## config.mk

```make
export PLATFORM = sky130hd
export DESIGN_NAME = lsu_axi_master_flat
export DESIGN_NICKNAME = d
export VERILOG_FILES = /design/src/verilog/mem_pkg.sv /design/src/verilog/axi_lite_if.sv /design/src/verilog/lsu_axi_master.sv /design/src/flat_wrapper.sv
export SDC_FILE = /design/constraint.sdc
export NUM_CORES = 1
export LEC_CHECK = 0
export BUFFER_PORTS_ARGS = -buffer_cell sky130_fd_sc_hd__clkbuf_2
export CAP_MARGIN = 15
export CORE_MARGIN = 4
export CORE_UTILIZATION = 42
export CTS_BUF_LIST = sky130_fd_sc_hd__clkbuf_8
export CTS_CLUSTER_SIZE = 16
export DETAILED_ROUTE_END_ITERATION = 10
export PLACE_DENSITY = 0.78
export SYNTH_ARGS = -nofsm -noshare
export SYNTH_HDL_FRONTEND = slang
export SYNTH_SLANG_ARGS = --single-unit
export TNS_END_PERCENT = 100
```

## constraint.sdc

```tcl
create_clock -name axi_aclk_i -period 2.75 [get_ports axi_aclk_i]
set_clock_uncertainty 0.1 [all_clocks]
set_input_delay 0.55 -clock axi_aclk_i [delete_from_list [all_inputs] [get_ports axi_aclk_i]]
set_output_delay 0.55 -clock axi_aclk_i [all_outputs]
set_load 0.03 [all_outputs]
```

## src/verilog/mem_pkg.sv

```systemverilog
package mem_pkg;

	localparam int ADDR_W    = 32;
	localparam int DATA_W    = 32;
	localparam int STRB_W    = 4;
	localparam int MEM_WORDS = 256; // byte addr >= 4*MEM_WORDS is out of range
	localparam int NUM_PORTS = 2;

	// same codes as the core's load/store decode
	typedef enum logic [2:0] {
		OP_NONE = 3'd0,
		OP_LB   = 3'd1,
		OP_LH   = 3'd2,
		OP_LW   = 3'd3,
		OP_SB   = 3'd4,
		OP_SH   = 3'd5,
		OP_SW   = 3'd6
	} mem_op_t;

	typedef enum logic [1:0] {
		RESP_OKAY   = 2'b00,
		RESP_SLVERR = 2'b10
	} axi_resp_t;

	typedef enum logic [1:0] {ARB_IDLE, ARB_READ, ARB_WRITE} arb_state_t;

	typedef enum logic [1:0] {LSU_IDLE, LSU_ADDR, LSU_RESP} lsu_state_t;

endpackage

```

## src/verilog/axi_lite_if.sv

```systemverilog
`timescale 1ns/1ps

interface axi_lite_if;
	import mem_pkg::*;

	// read address / data
	logic [ADDR_W-1:0] araddr;
	logic              arvalid;
	logic              arready;
	logic [DATA_W-1:0] rdata;
	axi_resp_t         rresp;
	logic              rvalid;
	logic              rready;

	// write address / data / response
	logic [ADDR_W-1:0] awaddr;
	logic              awvalid;
	logic              awready;
	logic [DATA_W-1:0] wdata;
	logic [STRB_W-1:0] wstrb;
	logic              wvalid;
	logic              wready;
	axi_resp_t         bresp;
	logic              bvalid;
	logic              bready;

	modport master (
		output araddr, arvalid, rready, awaddr, awvalid, wdata, wstrb, wvalid, bready,
		input  arready, rdata, rresp, rvalid, awready, wready, bresp, bvalid
	);

	modport slave (
		input  araddr, arvalid, rready, awaddr, awvalid, wdata, wstrb, wvalid, bready,
		output arready, rdata, rresp, rvalid, awready, wready, bresp, bvalid
	);

endinterface

```

## src/verilog/lsu_axi_master.sv

```systemverilog
`timescale 1ns/1ps

module lsu_axi_master (
	input  logic                        axi_aclk_i,
	input  logic                        axi_aresetn_i,
	input  logic                        req_i,
	input  mem_pkg::mem_op_t            op_i,
	input  logic [mem_pkg::ADDR_W-1:0]  addr_i,
	input  logic [mem_pkg::DATA_W-1:0]  wdata_i,
	output logic                        done_o,
	output logic [mem_pkg::DATA_W-1:0]  rdata_o,
	output logic                        err_o,
	axi_lite_if.master                  bus
);
	import mem_pkg::*;

	lsu_state_t        state_q;
	logic              arvalid_q, awvalid_q, wvalid_q;
	logic              done_q, err_q;
	logic [ADDR_W-1:0] addr_q;
	mem_op_t           op_q;
	logic [DATA_W-1:0] wdata_q, rdata_q;
	logic [STRB_W-1:0] wstrb_q;
	logic [DATA_W-1:0] wdata_d;
	logic [STRB_W-1:0] wstrb_d;
	logic              ar_hs, aw_hs, w_hs, r_hs, b_hs;
	logic              addr_pend, start, misaligned;

	// pick the addressed byte/half out of the word and sign-extend it
	function automatic logic [DATA_W-1:0] load_fmt(mem_op_t op, logic [1:0] off,
		logic [DATA_W-1:0] d);
		logic [7:0]  b;
		logic [15:0] h;
		b = d[{off, 3'b000} +: 8];
		h = off[1] ? d[31:16] : d[15:0];
		case (op)
			OP_LB:   return {{24{b[7]}}, b};
			OP_LH:   return {{16{h[15]}}, h};
			default: return d;
		endcase
	endfunction

	assign start = req_i && (op_i != OP_NONE) && (state_q == LSU_IDLE);

	assign ar_hs = bus.arvalid && bus.arready;
	assign aw_hs = bus.awvalid && bus.awready;
	assign w_hs  = bus.wvalid && bus.wready;
	assign r_hs  = bus.rvalid && bus.rready;
	assign b_hs  = bus.bvalid && bus.bready;

	// anything still waiting for its handshake after this edge
	assign addr_pend = (arvalid_q && !ar_hs) || (awvalid_q && !aw_hs) || (wvalid_q && !w_hs);

	// lane placement and strobe
	always_comb begin
		wdata_d = wdata_i;
		wstrb_d = '1;
		case (op_i)
			OP_SB: begin
				wdata_d = {4{wdata_i[7:0]}};
				wstrb_d = STRB_W'(1) << addr_i[1:0];
			end
			OP_SH: begin
				wdata_d = {2{wdata_i[15:0]}};
				wstrb_d = addr_i[1] ? 4'b1100 : 4'b0011;
			end
			default: ;
		endcase
	end

	always_ff @(posedge axi_aclk_i) begin
		if (axi_aresetn_i) begin
			state_q   <= LSU_IDLE;
			arvalid_q <= 1'b0;
			awvalid_q <= 1'b0;
			wvalid_q  <= 1'b0;
			done_q    <= 1'b0;
			err_q     <= 1'b0;
		end else begin
			done_q <= 1'b0;
			case (state_q)
				LSU_IDLE: if (start) begin
					state_q <= LSU_ADDR;
					if (op_i inside {OP_LB, OP_LH, OP_LW}) begin
						arvalid_q <= 1'b1;
					end else begin
						awvalid_q <= 1'b1;
						wvalid_q  <= 1'b1;
					end
				end
				LSU_ADDR: begin
					if (ar_hs) arvalid_q <= 1'b0;
					if (aw_hs) awvalid_q <= 1'b0; // aw and w may finish apart
					if (w_hs)  wvalid_q  <= 1'b0;
					if (!addr_pend) state_q <= LSU_RESP;
				end
				LSU_RESP: if (r_hs || b_hs) begin
					done_q  <= 1'b1;
					err_q   <= r_hs ? (bus.rresp == RESP_SLVERR) : (bus.bresp == RESP_SLVERR);
					state_q <= LSU_IDLE;
				end
				default: state_q <= LSU_IDLE;
			endcase
		end
	end

	always_ff @(posedge axi_aclk_i) begin
		if (start) begin
			addr_q  <= addr_i;
			op_q    <= op_i;
			wdata_q <= wdata_d;
			wstrb_q <= wstrb_d;
		end
		if (r_hs) rdata_q <= load_fmt(op_q, addr_q[1:0], bus.rdata);
		else if (b_hs) rdata_q <= '0;
	end

	assign bus.araddr  = addr_q;
	assign bus.arvalid = arvalid_q;
	assign bus.awaddr  = addr_q;
	assign bus.awvalid = awvalid_q;
	assign bus.wdata   = wdata_q;
	assign bus.wstrb   = wstrb_q;
	assign bus.wvalid  = wvalid_q;
	assign bus.rready  = (state_q == LSU_RESP);
	assign bus.bready  = (state_q == LSU_RESP);

	assign done_o  = done_q;
	assign rdata_o = rdata_q;
	assign err_o   = err_q;

	assign misaligned = ((op_i inside {OP_LH, OP_SH}) && addr_i[0]) ||
		((op_i inside {OP_LW, OP_SW}) && (addr_i[1:0] != 2'b00));

	a_aligned: assert property (@(posedge axi_aclk_i) disable iff (axi_aresetn_i)
		req_i |-> !misaligned);
	a_req_idle: assert property (@(posedge axi_aclk_i) disable iff (axi_aresetn_i)
		req_i |-> state_q == LSU_IDLE); // no queueing, caller waits for done
	a_ar_hold: assert property (@(posedge axi_aclk_i) disable iff (axi_aresetn_i)
		bus.arvalid && !bus.arready |=> bus.arvalid);

endmodule

```

## src/flat_wrapper.sv

```systemverilog
// flat-port wrapper written by rule: the top's interface ports become plain ports
module lsu_axi_master_flat import mem_pkg::*;
  (axi_aclk_i, axi_aresetn_i, req_i, op_i, addr_i, wdata_i, done_o, rdata_o, err_o, bus_araddr, bus_arvalid, bus_rready, bus_awaddr, bus_awvalid, bus_wdata, bus_wstrb, bus_wvalid, bus_bready, bus_arready, bus_rdata, bus_rresp, bus_rvalid, bus_awready, bus_wready, bus_bresp, bus_bvalid);
  axi_lite_if bus_i ();
  input  logic axi_aclk_i;
  input  logic axi_aresetn_i;
  input  logic req_i;
  input  mem_pkg::mem_op_t op_i;
  input  logic [mem_pkg::ADDR_W-1:0] addr_i;
  input  logic [mem_pkg::DATA_W-1:0] wdata_i;
  output logic done_o;
  output logic [mem_pkg::DATA_W-1:0] rdata_o;
  output logic err_o;
  output wire logic [$bits(bus_i.araddr)-1:0] bus_araddr;
  output wire logic [$bits(bus_i.arvalid)-1:0] bus_arvalid;
  output wire logic [$bits(bus_i.rready)-1:0] bus_rready;
  output wire logic [$bits(bus_i.awaddr)-1:0] bus_awaddr;
  output wire logic [$bits(bus_i.awvalid)-1:0] bus_awvalid;
  output wire logic [$bits(bus_i.wdata)-1:0] bus_wdata;
  output wire logic [$bits(bus_i.wstrb)-1:0] bus_wstrb;
  output wire logic [$bits(bus_i.wvalid)-1:0] bus_wvalid;
  output wire logic [$bits(bus_i.bready)-1:0] bus_bready;
  input wire logic [$bits(bus_i.arready)-1:0] bus_arready;
  input wire logic [$bits(bus_i.rdata)-1:0] bus_rdata;
  input wire logic [$bits(bus_i.rresp)-1:0] bus_rresp;
  input wire logic [$bits(bus_i.rvalid)-1:0] bus_rvalid;
  input wire logic [$bits(bus_i.awready)-1:0] bus_awready;
  input wire logic [$bits(bus_i.wready)-1:0] bus_wready;
  input wire logic [$bits(bus_i.bresp)-1:0] bus_bresp;
  input wire logic [$bits(bus_i.bvalid)-1:0] bus_bvalid;
  assign bus_araddr = bus_i.araddr;
  assign bus_arvalid = bus_i.arvalid;
  assign bus_rready = bus_i.rready;
  assign bus_awaddr = bus_i.awaddr;
  assign bus_awvalid = bus_i.awvalid;
  assign bus_wdata = bus_i.wdata;
  assign bus_wstrb = bus_i.wstrb;
  assign bus_wvalid = bus_i.wvalid;
  assign bus_bready = bus_i.bready;
  assign bus_i.arready = bus_arready;
  assign bus_i.rdata = bus_rdata;
  assign bus_i.rresp = bus_rresp;
  assign bus_i.rvalid = bus_rvalid;
  assign bus_i.awready = bus_awready;
  assign bus_i.wready = bus_wready;
  assign bus_i.bresp = bus_bresp;
  assign bus_i.bvalid = bus_bvalid;
  lsu_axi_master u_core (.axi_aclk_i(axi_aclk_i), .axi_aresetn_i(axi_aresetn_i), .req_i(req_i), .op_i(op_i), .addr_i(addr_i), .wdata_i(wdata_i), .done_o(done_o), .rdata_o(rdata_o), .err_o(err_o), .bus(bus_i));
endmodule
```

* Word level (Yosys, flattened, before mapping) *
Cells that the tools add are included.

operators by class
  equal/unequal tests = 19
  reductions and logical operators = 27
  shift operators = 2
  multiplexer cells = 23
  bitwise gates (word level) = 1

operators with widths
  operator             count
  $pmux 32 s2          2
  $mux 32              2
  $shiftx 32x6->8      1
  $mux 16              1
  $reduce_and 4->1     3
  $logic_and 1x1->1    10
  $eq 3x2->1 const B   3
  $mux 1               9
  $ne 2x1->1 const B   4
  $ne 2x2->1 const B   4
  $pmux 4 s2           1
  $eq 2x2->1 const B   3
  $eq 3x1->1 const B   2
  $eq 3x3->1 const B   2
  $mux 2               3
  $pmux 1 s2           3
  $pmux 2 s3           1
  $reduce_bool 3->1    2
  $mux 4               1
  $reduce_bool 2->1    2
  $shl 1x2->4 const A  1
  $logic_not 1->1      3
  $logic_or 1x1->1     3
  $reduce_and 3->1     1
  other kinds (5)      5

word-level totals
  register bits after elaboration = 110
  input bits = 111
  output and inout port bits = 139
  logic and storage cells = 83

* Longest topological paths before layout *
  depth in word-level cells = 7
  mapped depth = 6

* Worst setup path after synthesis *
OpenSTA, ideal clock, no wires.

  kind = input -> register
  start point = input port op_i[0]
  end point = register u_core.addr_q[0] (netlist: u_core.bus.araddr[0]) (enable)
  path slack = -273 ps
  cell stages on the path = 4
  setup time = 425 ps
  arrival = 2,498 ps
  path through = clkbuf_1 > buf_2 > o31ai_1 > inv_1

between the ends
  cells in the longest elaborated chain, start to end = 3

ends and longest elaborated chain
  what                            line                   text
  start: declaration              flat_wrapper.sv:8      input mem_pkg::mem_op_t op_i;
  $reduce_bool 3->1               lsu_axi_master.sv:43   assign start = req_i && (op_i != OP_NONE) && (state_q == LSU_IDLE);
  $logic_and 1x1->1 (2 in a row)  lsu_axi_master.sv:43
  named net u_core.start          lsu_axi_master.sv:27   logic addr_pend, start, misaligned;
  end signal: assignment          lsu_axi_master.sv:109  addr_q <= addr_i;
  end: declaration                lsu_axi_master.sv:20   logic [ADDR_W-1:0] addr_q;

The timed path passes the listed nets, and every way through them passes these cells.
A chain may end at the register's enable or synchronous reset.

* Worst setup path after layout *
  start point = register u_core.addr_q[1] (netlist: u_core.bus.araddr[1])
  end point = register u_core.rdata_q[4] (netlist: u_core.rdata_o[4]), data pin

between the ends
  cells in the longest elaborated chain, start to end = 3

ends and longest elaborated chain
  what                                               line                                        text
  $shiftx 32x6->8 / $mux 16 (equally long branches)  lsu_axi_master.sv:34, lsu_axi_master.sv:35
  $pmux 32 s2 (*)                                    lsu_axi_master.sv:36                        case (op)
  $mux 32 (*)                                        lsu_axi_master.sv:114                       if (r_hs) rdata_q <= load_fmt(op_q, addr_q[1:0], bus.rdata);
  end signal: assignment                             lsu_axi_master.sv:114
  end: declaration                                   lsu_axi_master.sv:22                        logic [DATA_W-1:0] wdata_q, rdata_q;

Mark *: on every way between the ends. The rest lies on a longest branch, timed or not.

==> out/metrics.yaml <==
synth_cells: 343
grt_usage_pct: 17.5
die_h_um: 115
cts-htree-levels: 3
synthFlopType: "edfxtp_1"
yosys.area_share.adder_pct: 0
holdPathEnd: "u_core.bus.araddr[11]"
final_cell_area_um2: 6180
critical_path_class: "flop to flop"
rr_startpoint: "u_core.bus.araddr[1]"
synth_area_um2: 4850
via_count: 3591
dr.pass1.iters: 5
min_path_cells: 1
grt_first_pass_wirelength_um: 17800
path_cells: "mux4_1 -> and3_1 -> a221o_1"
yosysSeqAreaShare_pct: 66.7
grt_pass1_vias: 3460
numCtsBuffers: 9
max_stage_delay_ps: 800
final-setup-viol-count: 0
cts_setup_buffers: 0
first_iter_violations: 246
core-area_um2: 11100
syn-num-nets: 454
placed_area_um2: 6020
finalHoldViolCount: 0
synth_top_family_by_area: "compound AO/OA/AOI/OAI gates"
route.detailed.drc: 0
cp_data_arrival_time_ps: 2280
endpoint_kind: "flop"
status: "finished, final reports clean"
tightest_slew_ps: 854
final_nets: 673
post_cts_resized: 0
synth_edf_count: 103
reg2reg_depth: 3
max_cap_violations: 0
synthArstFlopShare_pct: 0
cts_root_buffer: "clkbuf_8"
hold_class: "input port to flop"
synthMuxAreaShare_pct: 7.28
post-route-min-period_ps: 2270
reg2reg_slack_ps: 480
gp_congestion: 0.851
leakage_nw: 2.94
areaGrowthSynthToFinish_pct: 27.5
synth-seq-cells: 110
portBuffers: 249
cts_tree: "yes"
dpl.hpwl_um: 9730
synth_xor_area_share_pct: 0
die_area_um2: 13300
grt.overflow.total: 0
slew_headroom_pct: 42.9
cp_max_fo: 18
min_from: "addr_i[11]"
peakVddDrop_uv: 274
setup_tns_ps: 0
drv_slew: 0
drt-total-wl_um: 12500
hold_buffers: 0
cts.sinks: 110
layout-drive-gt1-share_pct: 51.1
cp_slowest_cell: "edfxtp_1"
start_kind: "flop"
io_pins: 250
powerDensity_nw_per_um2: 568
yosys_warnings: 0
wl_per_cell_um: 17.7
std_cell_rows: 38
start_util_pct: 43.8
grt_start_max_net_pins: 44
synth-simple-area-share_pct: 8.15
clk_pin_slew_worst_paths_ps: 100
synth_area_per_cell_um2: 14.1
synth_compound_area_share_pct: 10.4
period_share_pct: 82.7
place_ws_ps: 407
reg2reg_to: "u_core.rdata_o[4]"
fin_ws_ps: 477
viasPerCell: 5.08
clk_latency_ps: 350
rsz0062_at_grt: "false"
antenna_cells: 0
clock.fmax_mhz: 440
cts_buffer_depth: 2
ant_nets: 0
critical_path_required_ps: 2760
fp.dieW_um: 115
yosysUniqueCellTypes: 42
antenna_found_initial: 0
## power by group
part	switching [W]	internal (W)
Sequential	0.0000528	0.00194
Clock	0.000532	0.000325
Combinational	0.000449	0.000212
## how the worst max path moves through the flow
stage | from | to | slack [ps] | cells past startpoint
after floorplan | op_i[0] | u_core.bus.araddr[0] | 50 | 4
after global placement | bus_rvalid | u_core.rdata_o[13] | 570 | 5
after detailed placement | bus_rvalid | u_core.rdata_o[4] | 410 | 5
after CTS | u_core.bus.araddr[1] | u_core.rdata_o[4] | 490 | 3
after global routing | u_core.bus.araddr[1] | u_core.rdata_o[7] | 400 | 4
final | u_core.bus.araddr[1] | u_core.rdata_o[4] | 480 | 3
## layout by cell type (no fill, tap or decap), types with 7 or more instances in the layout
cell type,instances
a21o_1,19
a21oi_1,8
a221o_1,12
clkbuf_2,249
clkbuf_8,9
dfxtp_1,7
edfxtp_1,103
inv_1,8
mux2_2,12
mux2i_1,9
nand2_1,41
nor2_1,9
o21ai_0,18
## cell families after synthesis
group / after synthesis
mux: 26
compound gates: 69
simple gates: 82
buf+inv: 56
flops: 110
## area by class of cell
type	count	area [um^2]
clock buffers	9	124
well taps	140	175
multi-input cells	177	1260
flip-flops and latches	110	3230
inverters	8	33.8
fillers	925	4890
clock inverters	7	41.3
repair buffers	256	1310
## sequential cells by signal (all words and copies together) (netlist names)
name,count
u_core.bus.wdata,32
u_core.bus.araddr,32
u_core.rdata_o,32
u_core.bus.wvalid,1
u_core.bus.arvalid,1
u_core.bus.wstrb,4
u_core.bus.awvalid,1
u_core.state_q,2
u_core.done_o,1
u_core.op_q,3
u_core.err_o,1
## critical path: cells and delay by family, from the launching register on
family / cells / cell delay [ps]
muxes: 1 / 640
DFF: 1 / 800
AOI/OAI and AO/OA: 1 / 280
and+or+nand+nor: 1 / 200
## per-stage QoR
stage / total power, W / hold slack (ps) / utilization, % / instances
after floorplan: 0.00248 / 476 / - / 343
after global placement: 0.00268 / 347 / 54.3 / 691
after detailed placement: 0.00270 / 353 / 54.3 / 691
after CTS: 0.00355 / 242 / 55.8 / 707
after global routing: 0.00367 / 226 / 55.8 / 707
final: 0.00351 / 258 / 55.8 / 707
## cells in the mapped netlist, drive strengths merged (4+ instances only)
| master | instances | area share, % |
|---|---|---|
| clkbuf | 6 | 0.46 |
| dfxtp | 7 | 2.9 |
| inv | 8 | 0.62 |
| a21o | 19 | 2.9 |
| mux4 | 5 | 2.6 |
| nand2 | 41 | 3.2 |
| buf | 42 | 6.4 |
| mux2 | 12 | 2.8 |
| nor2 | 11 | 0.95 |
| nand2b | 5 | 0.65 |
| mux2i | 9 | 1.9 |
| edfxtp | 103 | 64 |
| a221o | 12 | 2.5 |
| o21ai | 18 | 1.9 |
| a21oi | 8 | 0.83 |
| and3 | 5 | 0.65 |
| nand3 | 5 | 0.52 |
| nor2b | 4 | 0.52 |
## metal layers
metal | part of all wire [%] | track usage (%)
met1 | 36 | 21.0
met2 | 50 | 30.2
met3 | 11 | 5.17
met4 | 2.1 | 6.26
met5 | 0 | 0
Power figures use the tool's default switching activity.
