<file path="src/verilog/mem_pkg.sv">
package mem_pkg;

	localparam int ADDR_W    = 32;
	localparam int DATA_W    = 32;
	localparam int STRB_W    = 4;
	localparam int MEM_WORDS = 256; // byte addr >= 4*MEM_WORDS is out of range
	localparam int NUM_PORTS = 2;

	// same codes as the core's load/store decode
	typedef enum logic [2:0] {
		OP_NONE = 3'd0,
		OP_LB   = 3'd1,
		OP_LH   = 3'd2,
		OP_LW   = 3'd3,
		OP_SB   = 3'd4,
		OP_SH   = 3'd5,
		OP_SW   = 3'd6
	} mem_op_t;

	typedef enum logic [1:0] {
		RESP_OKAY   = 2'b00,
		RESP_SLVERR = 2'b10
	} axi_resp_t;

	typedef enum logic [1:0] {ARB_IDLE, ARB_READ, ARB_WRITE} arb_state_t;

	typedef enum logic [1:0] {LSU_IDLE, LSU_ADDR, LSU_RESP} lsu_state_t;

endpackage

</file>
<file path="src/verilog/axi_lite_if.sv">
`timescale 1ns/1ps

interface axi_lite_if;
	import mem_pkg::*;

	// read address / data
	logic [ADDR_W-1:0] araddr;
	logic              arvalid;
	logic              arready;
	logic [DATA_W-1:0] rdata;
	axi_resp_t         rresp;
	logic              rvalid;
	logic              rready;

	// write address / data / response
	logic [ADDR_W-1:0] awaddr;
	logic              awvalid;
	logic              awready;
	logic [DATA_W-1:0] wdata;
	logic [STRB_W-1:0] wstrb;
	logic              wvalid;
	logic              wready;
	axi_resp_t         bresp;
	logic              bvalid;
	logic              bready;

	modport master (
		output araddr, arvalid, rready, awaddr, awvalid, wdata, wstrb, wvalid, bready,
		input  arready, rdata, rresp, rvalid, awready, wready, bresp, bvalid
	);

	modport slave (
		input  araddr, arvalid, rready, awaddr, awvalid, wdata, wstrb, wvalid, bready,
		output arready, rdata, rresp, rvalid, awready, wready, bresp, bvalid
	);

endinterface

</file>
<file path="src/verilog/axi_lite_arbiter.sv">
`timescale 1ns/1ps

module axi_lite_arbiter (
	input  logic       axi_aclk_i,
	input  logic       axi_aresetn_i,
	axi_lite_if.slave  m0,
	axi_lite_if.slave  m1,
	axi_lite_if.master s
);
	import mem_pkg::*;

	arb_state_t                     state_q;
	logic [$clog2(NUM_PORTS)-1:0]   last_q; // last served, also the locked grant
	logic [$clog2(NUM_PORTS)-1:0]   pick, sel;
	logic                           m0_req, m1_req;

	assign m0_req = m0.arvalid || (m0.awvalid && m0.wvalid);
	assign m1_req = m1.arvalid || (m1.awvalid && m1.wvalid);

	// on a tie go to the port not served last
	assign pick = (m0_req && m1_req) ? ~last_q : m1_req;
	assign sel  = (state_q == ARB_IDLE) ? pick : last_q;

	always_ff @(posedge axi_aclk_i) begin
		if (axi_aresetn_i) begin
			state_q <= ARB_IDLE;
			last_q  <= '1; // port 0 wins the first tie
		end else begin
			case (state_q)
				ARB_IDLE: begin
					if (s.arvalid && s.arready) begin
						state_q <= ARB_READ;
						last_q  <= sel;
					end else if (s.awvalid && s.awready) begin
						state_q <= ARB_WRITE;
						last_q  <= sel;
					end
				end
				ARB_READ:  if (s.rvalid && s.rready) state_q <= ARB_IDLE;
				ARB_WRITE: if (s.bvalid && s.bready) state_q <= ARB_IDLE;
				default:   state_q <= ARB_IDLE;
			endcase
		end
	end

	// data path, no added cycles
	always_comb begin
		m0.arready = 1'b0;
		m0.awready = 1'b0;
		m0.wready  = 1'b0;
		m0.rvalid  = 1'b0;
		m0.bvalid  = 1'b0;
		m1.arready = 1'b0;
		m1.awready = 1'b0;
		m1.wready  = 1'b0;
		m1.rvalid  = 1'b0;
		m1.bvalid  = 1'b0;
		m0.rdata   = s.rdata;
		m0.rresp   = s.rresp;
		m0.bresp   = s.bresp;
		m1.rdata   = s.rdata;
		m1.rresp   = s.rresp;
		m1.bresp   = s.bresp;
		if (sel == '0) begin
			s.araddr   = m0.araddr;
			s.arvalid  = m0.arvalid;
			s.rready   = m0.rready;
			s.awaddr   = m0.awaddr;
			s.awvalid  = m0.awvalid;
			s.wdata    = m0.wdata;
			s.wstrb    = m0.wstrb;
			s.wvalid   = m0.wvalid;
			s.bready   = m0.bready;
			m0.arready = s.arready;
			m0.awready = s.awready;
			m0.wready  = s.wready;
			m0.rvalid  = s.rvalid;
			m0.bvalid  = s.bvalid;
		end else begin
			s.araddr   = m1.araddr;
			s.arvalid  = m1.arvalid;
			s.rready   = m1.rready;
			s.awaddr   = m1.awaddr;
			s.awvalid  = m1.awvalid;
			s.wdata    = m1.wdata;
			s.wstrb    = m1.wstrb;
			s.wvalid   = m1.wvalid;
			s.bready   = m1.bready;
			m1.arready = s.arready;
			m1.awready = s.awready;
			m1.wready  = s.wready;
			m1.rvalid  = s.rvalid;
			m1.bvalid  = s.bvalid;
		end
	end

	// locked grant stays on the port that waits for the response
	a_grant_locked: assert property (@(posedge axi_aclk_i) disable iff (axi_aresetn_i)
		state_q != ARB_IDLE |->
		(sel ? (m1.rready && m1.bready) : (m0.rready && m0.bready)));

endmodule

</file>
<file path="src/flat_wrapper.sv">
// flat-port wrapper written by rule: the top's interface ports become plain ports
module axi_lite_arbiter_flat import mem_pkg::*;
  (axi_aclk_i, axi_aresetn_i, m0_araddr, m0_arvalid, m0_rready, m0_awaddr, m0_awvalid, m0_wdata, m0_wstrb, m0_wvalid, m0_bready, m0_arready, m0_rdata, m0_rresp, m0_rvalid, m0_awready, m0_wready, m0_bresp, m0_bvalid, m1_araddr, m1_arvalid, m1_rready, m1_awaddr, m1_awvalid, m1_wdata, m1_wstrb, m1_wvalid, m1_bready, m1_arready, m1_rdata, m1_rresp, m1_rvalid, m1_awready, m1_wready, m1_bresp, m1_bvalid, s_araddr, s_arvalid, s_rready, s_awaddr, s_awvalid, s_wdata, s_wstrb, s_wvalid, s_bready, s_arready, s_rdata, s_rresp, s_rvalid, s_awready, s_wready, s_bresp, s_bvalid);
  axi_lite_if m0_i ();
  axi_lite_if m1_i ();
  axi_lite_if s_i ();
  input  logic axi_aclk_i;
  input  logic axi_aresetn_i;
  input wire logic [$bits(m0_i.araddr)-1:0] m0_araddr;
  input wire logic [$bits(m0_i.arvalid)-1:0] m0_arvalid;
  input wire logic [$bits(m0_i.rready)-1:0] m0_rready;
  input wire logic [$bits(m0_i.awaddr)-1:0] m0_awaddr;
  input wire logic [$bits(m0_i.awvalid)-1:0] m0_awvalid;
  input wire logic [$bits(m0_i.wdata)-1:0] m0_wdata;
  input wire logic [$bits(m0_i.wstrb)-1:0] m0_wstrb;
  input wire logic [$bits(m0_i.wvalid)-1:0] m0_wvalid;
  input wire logic [$bits(m0_i.bready)-1:0] m0_bready;
  output wire logic [$bits(m0_i.arready)-1:0] m0_arready;
  output wire logic [$bits(m0_i.rdata)-1:0] m0_rdata;
  output wire logic [$bits(m0_i.rresp)-1:0] m0_rresp;
  output wire logic [$bits(m0_i.rvalid)-1:0] m0_rvalid;
  output wire logic [$bits(m0_i.awready)-1:0] m0_awready;
  output wire logic [$bits(m0_i.wready)-1:0] m0_wready;
  output wire logic [$bits(m0_i.bresp)-1:0] m0_bresp;
  output wire logic [$bits(m0_i.bvalid)-1:0] m0_bvalid;
  input wire logic [$bits(m1_i.araddr)-1:0] m1_araddr;
  input wire logic [$bits(m1_i.arvalid)-1:0] m1_arvalid;
  input wire logic [$bits(m1_i.rready)-1:0] m1_rready;
  input wire logic [$bits(m1_i.awaddr)-1:0] m1_awaddr;
  input wire logic [$bits(m1_i.awvalid)-1:0] m1_awvalid;
  input wire logic [$bits(m1_i.wdata)-1:0] m1_wdata;
  input wire logic [$bits(m1_i.wstrb)-1:0] m1_wstrb;
  input wire logic [$bits(m1_i.wvalid)-1:0] m1_wvalid;
  input wire logic [$bits(m1_i.bready)-1:0] m1_bready;
  output wire logic [$bits(m1_i.arready)-1:0] m1_arready;
  output wire logic [$bits(m1_i.rdata)-1:0] m1_rdata;
  output wire logic [$bits(m1_i.rresp)-1:0] m1_rresp;
  output wire logic [$bits(m1_i.rvalid)-1:0] m1_rvalid;
  output wire logic [$bits(m1_i.awready)-1:0] m1_awready;
  output wire logic [$bits(m1_i.wready)-1:0] m1_wready;
  output wire logic [$bits(m1_i.bresp)-1:0] m1_bresp;
  output wire logic [$bits(m1_i.bvalid)-1:0] m1_bvalid;
  output wire logic [$bits(s_i.araddr)-1:0] s_araddr;
  output wire logic [$bits(s_i.arvalid)-1:0] s_arvalid;
  output wire logic [$bits(s_i.rready)-1:0] s_rready;
  output wire logic [$bits(s_i.awaddr)-1:0] s_awaddr;
  output wire logic [$bits(s_i.awvalid)-1:0] s_awvalid;
  output wire logic [$bits(s_i.wdata)-1:0] s_wdata;
  output wire logic [$bits(s_i.wstrb)-1:0] s_wstrb;
  output wire logic [$bits(s_i.wvalid)-1:0] s_wvalid;
  output wire logic [$bits(s_i.bready)-1:0] s_bready;
  input wire logic [$bits(s_i.arready)-1:0] s_arready;
  input wire logic [$bits(s_i.rdata)-1:0] s_rdata;
  input wire logic [$bits(s_i.rresp)-1:0] s_rresp;
  input wire logic [$bits(s_i.rvalid)-1:0] s_rvalid;
  input wire logic [$bits(s_i.awready)-1:0] s_awready;
  input wire logic [$bits(s_i.wready)-1:0] s_wready;
  input wire logic [$bits(s_i.bresp)-1:0] s_bresp;
  input wire logic [$bits(s_i.bvalid)-1:0] s_bvalid;
  assign m0_i.araddr = m0_araddr;
  assign m0_i.arvalid = m0_arvalid;
  assign m0_i.rready = m0_rready;
  assign m0_i.awaddr = m0_awaddr;
  assign m0_i.awvalid = m0_awvalid;
  assign m0_i.wdata = m0_wdata;
  assign m0_i.wstrb = m0_wstrb;
  assign m0_i.wvalid = m0_wvalid;
  assign m0_i.bready = m0_bready;
  assign m0_arready = m0_i.arready;
  assign m0_rdata = m0_i.rdata;
  assign m0_rresp = m0_i.rresp;
  assign m0_rvalid = m0_i.rvalid;
  assign m0_awready = m0_i.awready;
  assign m0_wready = m0_i.wready;
  assign m0_bresp = m0_i.bresp;
  assign m0_bvalid = m0_i.bvalid;
  assign m1_i.araddr = m1_araddr;
  assign m1_i.arvalid = m1_arvalid;
  assign m1_i.rready = m1_rready;
  assign m1_i.awaddr = m1_awaddr;
  assign m1_i.awvalid = m1_awvalid;
  assign m1_i.wdata = m1_wdata;
  assign m1_i.wstrb = m1_wstrb;
  assign m1_i.wvalid = m1_wvalid;
  assign m1_i.bready = m1_bready;
  assign m1_arready = m1_i.arready;
  assign m1_rdata = m1_i.rdata;
  assign m1_rresp = m1_i.rresp;
  assign m1_rvalid = m1_i.rvalid;
  assign m1_awready = m1_i.awready;
  assign m1_wready = m1_i.wready;
  assign m1_bresp = m1_i.bresp;
  assign m1_bvalid = m1_i.bvalid;
  assign s_araddr = s_i.araddr;
  assign s_arvalid = s_i.arvalid;
  assign s_rready = s_i.rready;
  assign s_awaddr = s_i.awaddr;
  assign s_awvalid = s_i.awvalid;
  assign s_wdata = s_i.wdata;
  assign s_wstrb = s_i.wstrb;
  assign s_wvalid = s_i.wvalid;
  assign s_bready = s_i.bready;
  assign s_i.arready = s_arready;
  assign s_i.rdata = s_rdata;
  assign s_i.rresp = s_rresp;
  assign s_i.rvalid = s_rvalid;
  assign s_i.awready = s_awready;
  assign s_i.wready = s_wready;
  assign s_i.bresp = s_bresp;
  assign s_i.bvalid = s_bvalid;
  axi_lite_arbiter u_core (.axi_aclk_i(axi_aclk_i), .axi_aresetn_i(axi_aresetn_i), .m0(m0_i), .m1(m1_i), .s(s_i));
endmodule
</file>
<file path="config.mk">
export PLATFORM = sky130hd
export DESIGN_NAME = axi_lite_arbiter_flat
export DESIGN_NICKNAME = d
export VERILOG_FILES = /design/src/verilog/mem_pkg.sv /design/src/verilog/axi_lite_if.sv /design/src/verilog/axi_lite_arbiter.sv /design/src/flat_wrapper.sv
export SDC_FILE = /design/constraint.sdc
export NUM_CORES = 1
export LEC_CHECK = 0
export BUFFER_PORTS_ARGS = -buffer_cell sky130_fd_sc_hd__buf_2
export CORE_AREA = 4 4 171 173
export CTS_BUF_LIST = sky130_fd_sc_hd__clkbuf_4 sky130_fd_sc_hd__clkbuf_8
export DETAILED_ROUTE_END_ITERATION = 7
export DIE_AREA = 0 0 175 177
export GPL_TIMING_DRIVEN = 0
export HOLD_SLACK_MARGIN = 0.06
export MAX_ROUTING_LAYER = met4
export PLACE_DENSITY = 0.4
export SYNTH_ARGS = -nofsm -noshare
export SYNTH_HDL_FRONTEND = slang
export SYNTH_SLANG_ARGS = --single-unit
export TNS_END_PERCENT = 1
</file>
<file path="constraint.sdc">
create_clock -name axi_aclk_i -period 4.5 [get_ports axi_aclk_i]
set_clock_uncertainty 0.05 [all_clocks]
set_input_delay 0.45 -clock axi_aclk_i [delete_from_list [all_inputs] [get_ports axi_aclk_i]]
set_output_delay 0.45 -clock axi_aclk_i [all_outputs]
set_load 0.005 [all_outputs]
</file>
# Word-level counts from Yosys, hierarchy flattened
# Cells that the tools add are included.
# classes
eq_ne	5
mux	28
bitwise	1
reduce_logical	13
# ops
cell	count
2-to-1 mux 32 bit	3
2-to-1 mux 1 bit	19
2-to-1 mux 2 bit	4
logical AND 1 bit	7
case mux 2 bit (3 select lines)	1
2-to-1 mux 4 bit	1
!= test 2 x 1 -> 1 bit, second input constant	2
!= test 3 bit, second input constant	1
AND reduction 3 bit	1
equality test 2 x 1 -> 1 bit, second input constant	1
equality test 2 bit, second input constant	1
zero test 2 bit	1
logical OR 1 bit	2
AND reduction 2 bit	1
nonzero test 2 bit	1
inverter 1 bit	1
# totals
regBits	3
input_bits	253
output_inout_bits	187
elab_cells	49

# Logic depth before layout (Yosys ltp)
# logic_depth
ltp_word	10
depth_mapped	7

# Worst setup path before layout
# Ideal clock, no wire load.
# synth_timing
path_type	in2out
from	input m0_arvalid
to	output s_araddr[14]
arrival_time_ns	1.621
t_required_ns	4.000
setup_slack_ns	2.379
path_stages	7
n_path_buf	3
cell_sequence	buf_2 a21o_1 a21oi_2 a21boi_2 buf_6 buf_6 mux2_4
# synth_between
elab_chain_len	5
# synth_lines
element	line_no	source
from (decl)	flat_wrapper.sv:10	input wire logic [$bits(m0_i.arvalid)-1:0] m0_arvalid;
logical OR 1 bit	axi_lite_arbiter.sv:17	assign m0_req = m0.arvalid || (m0.awvalid && m0.wvalid);
logical AND 1 bit	axi_lite_arbiter.sv:21	assign pick = (m0_req && m1_req) ? ~last_q : m1_req;
2-to-1 mux 1 bit	axi_lite_arbiter.sv:21	
2-to-1 mux 1 bit	axi_lite_arbiter.sv:22	assign sel = (state_q == ARB_IDLE) ? pick : last_q;
2-to-1 mux 32 bit	axi_lite_arbiter.sv:64	if (sel == '0) begin
to (decl)	flat_wrapper.sv:43	output wire logic [$bits(s_i.araddr)-1:0] s_araddr;
# Every way passes these cells.

# Worst setup path in the final report
# layout_timing
from	register u_core.state_q[1]
to	output s_wdata[23]
# layout_between
elab_chain_len	3
# layout_lines
element	line_no	source
from (decl)	axi_lite_arbiter.sv:12	arb_state_t state_q;
from (signal assigned)	axi_lite_arbiter.sv:26	state_q <= ARB_IDLE;
from (signal assigned)	axi_lite_arbiter.sv:32	state_q <= ARB_READ;
from (signal assigned)	axi_lite_arbiter.sv:35	state_q <= ARB_WRITE;
zero test 2 bit	axi_lite_arbiter.sv:22	
2-to-1 mux 1 bit	axi_lite_arbiter.sv:22	
2-to-1 mux 32 bit	axi_lite_arbiter.sv:64	
to (decl)	flat_wrapper.sv:48	output wire logic [$bits(s_i.wdata)-1:0] s_wdata;
# Every way passes these cells.

==> flow_results.org <==
** CTS
- Clock tree from TritonCTS :: built
- Hold bufs inserted after CTS :: 0
- CTS built an H-tree with a depth of 1.
- Clock-pin slew was measured on the worst setup and hold paths at 0.03 ns.
- TritonCTS Sinks :: 3
- Post_cts resized :: 0
- # Post-CTS Setup Buffers :: 0
- Later-pin clock latency in the skew report :: 0.22 ns
- Number of buffers on the longest clock path :: 2
- Root buffer cell :: sky130_fd_sc_hd__clkbuf_8
- The number of clock buffers added by TritonCTS is 3.

** Power and ir drop
- Combinational logic burns 90.3% of the power.
- Sequential share of power :: 2.8%
- Total power density per cell area :: 241 nW/µm²
- In this run the static leakage power is 2.96 nW.
- Relative contribution of the clock network to total power :: 7.0%
- Sw Pwr :: 0.479 mW
- Internal Power :: 0.754 mW
- The worst-case IR drop observed on VDD is 102 µV.
- Of the total power, the share spent switching nets is 38.8%.
- Final total power :: 1.23 mW

** Timing
- The number of slew-limit violations in the final report was 0.
- Counting I/O delays and the setup requirement, the final critical path takes 2.75 ns.
- Unrepaired setup endpoints after global routing :: false
- Final Hold Slack :: 0.408 ns
- Ratio of final minimum period to clock period :: 61.1%
- Tightest slew margin relative to the limit :: 74.9%
- Setup violations remaining at the end of the flow were counted as 0.
- Slew @ Worst Pin :: 0.376 ns
- Derived from the worst setup path, the maximum achievable clock frequency is 364 MHz.
- After layout, the worst setup slack is 1.75 ns.
- The final hold violation count came to 0.
- In the final timing run, aggregate negative setup slack is 0 ns.

** Floorplan
- In this run the count of I/O pins placed on the die edge is 440.
- Die outline height :: 177 µm
- In this run the horizontal extent of the chip is 175 µm.
- For this configuration, the core starts out at a cell density of 9.37%.
- The core region is 27600 µm².
- Total number of placement rows :: 61
- The die covers 31000 µm².

** Synthesis
- After technology mapping, the gate count stands at 256.
- In this run, synthesis produced a sequential element count of 3.
- Sequential-to-total area share from yosys stat :: 2.32%
- Counting distinct cell types in the post-synthesis netlist gives 41.
- Share of flip-flops with an asynchronous set or reset after synthesis :: 0%
- Mean instance size in the synthesized netlist :: 10.1 µm²
- Netlist Area Pre-Place :: 2590 µm²
- Prevailing post-synth register cell :: sky130_fd_sc_hd__dfxtp_1
- Yosys warnings :: 0
- Counting flops with a built-in enable in the synthesized netlist gives 0.
- Net count after synthesis :: 509

** Place
- Pre-CTS setup slack :: 1.71 ns
- The congestion estimate from routability-driven global placement came to 0.797.
- Input and output buffers added on the ports amount to 402.
- The number of placed instances, taps included, is 1036.
- Sum of net half-perimeters after detailed placement :: 13.2 mm
- Total cell area at the placement stage :: 5070 µm²

** Route
- Wirelength per Cell :: 13.9 µm
- After detailed routing, the met3 layer carries 1.07 mm of wire.
- The routed design uses 7.44 mm of met2 wire.
- For this run, the detailed router's first-pass iteration total came to 4.
- Drt first-iter violations :: 38
- The final route contains 3310 vias.
- After detailed routing, the wire length on met1 is 5.95 mm.
- Signal routing reaches up to met3.
- After detailed routing, the number of remaining DRC violations is 0.
- Vias per cell :: 3.18
- Once detail routing completed, the nets flagged for antenna violations numbered 0.
- Summed over all layers, the routed wires come to 14.5 mm.

** Job
- Max-cap violations in this run came to 0.

** GRT
- Pin count of the biggest net entering global routing :: 11
- The first global-routing pass estimated 19.3 mm of wire.
- The via count of the first global-routing pass was 3192.
- Initial antenna violation count :: 0
- In the global route stage, overall resource usage came out at 8.13%.
- Summed over all layers, the global routing overflow is 0.

** Cells and area
- Cell Count, Final, Fillers Out :: 1040
- 0 antenna diodes ended up in the layout.
- Compared with the post-synthesis result, the final layout area differs by 97.9%.
- Core occupancy in the finished layout :: 18.5%
- Share of cells above drive strength 1 :: 90.9%
- Final Instance Area :: 5120 µm²
- In the final design database the tool counted 916 nets.

** Critical path
- STA classifies the critical path endpoint as an output port.
- For the worst setup path, the data required time is 4.00 ns.
- Critical register-to-register path endpoint :: u_core.state_q[0]
- Worst reg2reg path depth :: 5
- Setup slack on the worst flop-to-flop path :: 2.70 ns
- Critical register-to-register path startpoint :: u_core.last_q
- Of all nets on the critical path, the largest fanout is 10.
- The worst setup path is launched from a flop.
- Startpoint of the worst setup timing path :: u_core.state_q[1]
- Data on the critical path arrives at its endpoint at 2.25 ns.
- Following the worst setup path forward leads to its endpoint at s_wdata[23].
- The critical path is of the reg -> out type.

** Worst hold path
- In this run the worst hold path is classified as in -> reg.
- Cell count of the worst hold path :: 2
- The startpoint identified for the worst hold timing path is s_rvalid.

** Run status
- Run status :: completed
layout make-up:
type / instances / area (µm²)
Buffer: 89 / 676
Multi-Input combinational cell: 159 / 1830
Sequential cell: 3 / 60.1
Tap cell: 378 / 473
Fill cell: 3129 / 22500
Timing Repair Buffer: 402 / 2010
Clock buffer: 4 / 48.8
Inverter: 5 / 18.8
cells in the mapped netlist (2+ instances only):
master,n,share of area (%)
sky130_fd_sc_hd__buf_2,9,1.7
sky130_fd_sc_hd__o2111a_1,2,0.87
sky130_fd_sc_hd__nor2b_1,5,1.2
sky130_fd_sc_hd__inv_1,5,0.73
sky130_fd_sc_hd__o32a_1,2,0.77
sky130_fd_sc_hd__nor2_1,5,0.73
sky130_fd_sc_hd__a21o_1,2,0.58
sky130_fd_sc_hd__o21ai_0,2,0.39
sky130_fd_sc_hd__o211ai_1,2,0.58
sky130_fd_sc_hd__a211oi_1,3,0.87
sky130_fd_sc_hd__a21oi_1,2,0.39
sky130_fd_sc_hd__mux2_4,70,41
sky130_fd_sc_hd__nand2_1,2,0.29
sky130_fd_sc_hd__o21a_1,2,0.58
sky130_fd_sc_hd__buf_6,8,3.5
sky130_fd_sc_hd__dfxtp_1,3,2.3
sky130_fd_sc_hd__mux2_2,32,14
sky130_fd_sc_hd__buf_4,72,21
sky130_fd_sc_hd__and2_1,6,1.5
critical path, cell delays in order (launching register included):
cell,delay [ns]
sky130_fd_sc_hd__dfxtp_1,0.28
sky130_fd_sc_hd__buf_2,0.17
sky130_fd_sc_hd__o21ai_0,0.31
sky130_fd_sc_hd__a21boi_2,0.31
sky130_fd_sc_hd__buf_2,0.39
sky130_fd_sc_hd__mux2_2,0.42
sky130_fd_sc_hd__buf_2,0.14
logic make-up (layout without fill, tap and decap cells):
logic type | after synthesis | after routing | synth area share, %
muxes | 103 | 103 | 54.9
and+or+nand+nor | 28 | 28 | 6.91
DFF | 3 | 3 | 2.32
AOI/OAI and AO/OA | 28 | 28 | 9.04
buffers and inverters | 94 | 500 | 26.8
cell usage in the layout (no fill, tap or decap), types with 2 or more instances in the layout:
cell type,n
sky130_fd_sc_hd__buf_2,411
sky130_fd_sc_hd__buf_4,72
sky130_fd_sc_hd__mux2_4,70
sky130_fd_sc_hd__mux2_2,32
sky130_fd_sc_hd__buf_6,8
sky130_fd_sc_hd__and2_1,6
sky130_fd_sc_hd__nor2_1,5
sky130_fd_sc_hd__inv_1,5
sky130_fd_sc_hd__nor2b_1,5
sky130_fd_sc_hd__a211oi_1,3
sky130_fd_sc_hd__clkbuf_8,3
sky130_fd_sc_hd__dfxtp_1,3
sky130_fd_sc_hd__a21o_1,2
sky130_fd_sc_hd__o21ai_0,2
sky130_fd_sc_hd__nand2_1,2
sky130_fd_sc_hd__o21a_1,2
sky130_fd_sc_hd__o32a_1,2
sky130_fd_sc_hd__a21oi_1,2
sky130_fd_sc_hd__o2111a_1,2
sky130_fd_sc_hd__o211ai_1,2
power by group through the flow:
stage               clock (mW)  combinational, mW  sequential, mW
global placement             0               1.15          0.0340
global route            0.0879               1.21          0.0347
CTS                     0.0859               1.14          0.0339
finish                  0.0858               1.11          0.0341
detailed placement           0               1.14          0.0342
floorplan                    0              0.679          0.0333
worst min-delay path by stage:
stage,endpoint,slack (ns)
floorplan,u_core.state_q[0],0.51
finish,u_core.state_q[0],0.41
CTS,u_core.state_q[0],0.41
detailed placement,u_core.state_q[0],0.58
global route,u_core.state_q[0],0.42
global placement,u_core.state_q[0],0.58
registers in the layout, summed over array words and instances (netlist names):
| register | cells |
|---|---|
| u_core.last_q | 1 |
| u_core.state_q | 2 |
layer usage:
metal / up-vias / GRT usage [%]
met3: 0 / 1.32
li1: 1664 / -
met5: - / -
met2: 174 / 14.4
met1: 1472 / 10.3
met4: 0 / 0.196
(Power assumes the default switching activity.)
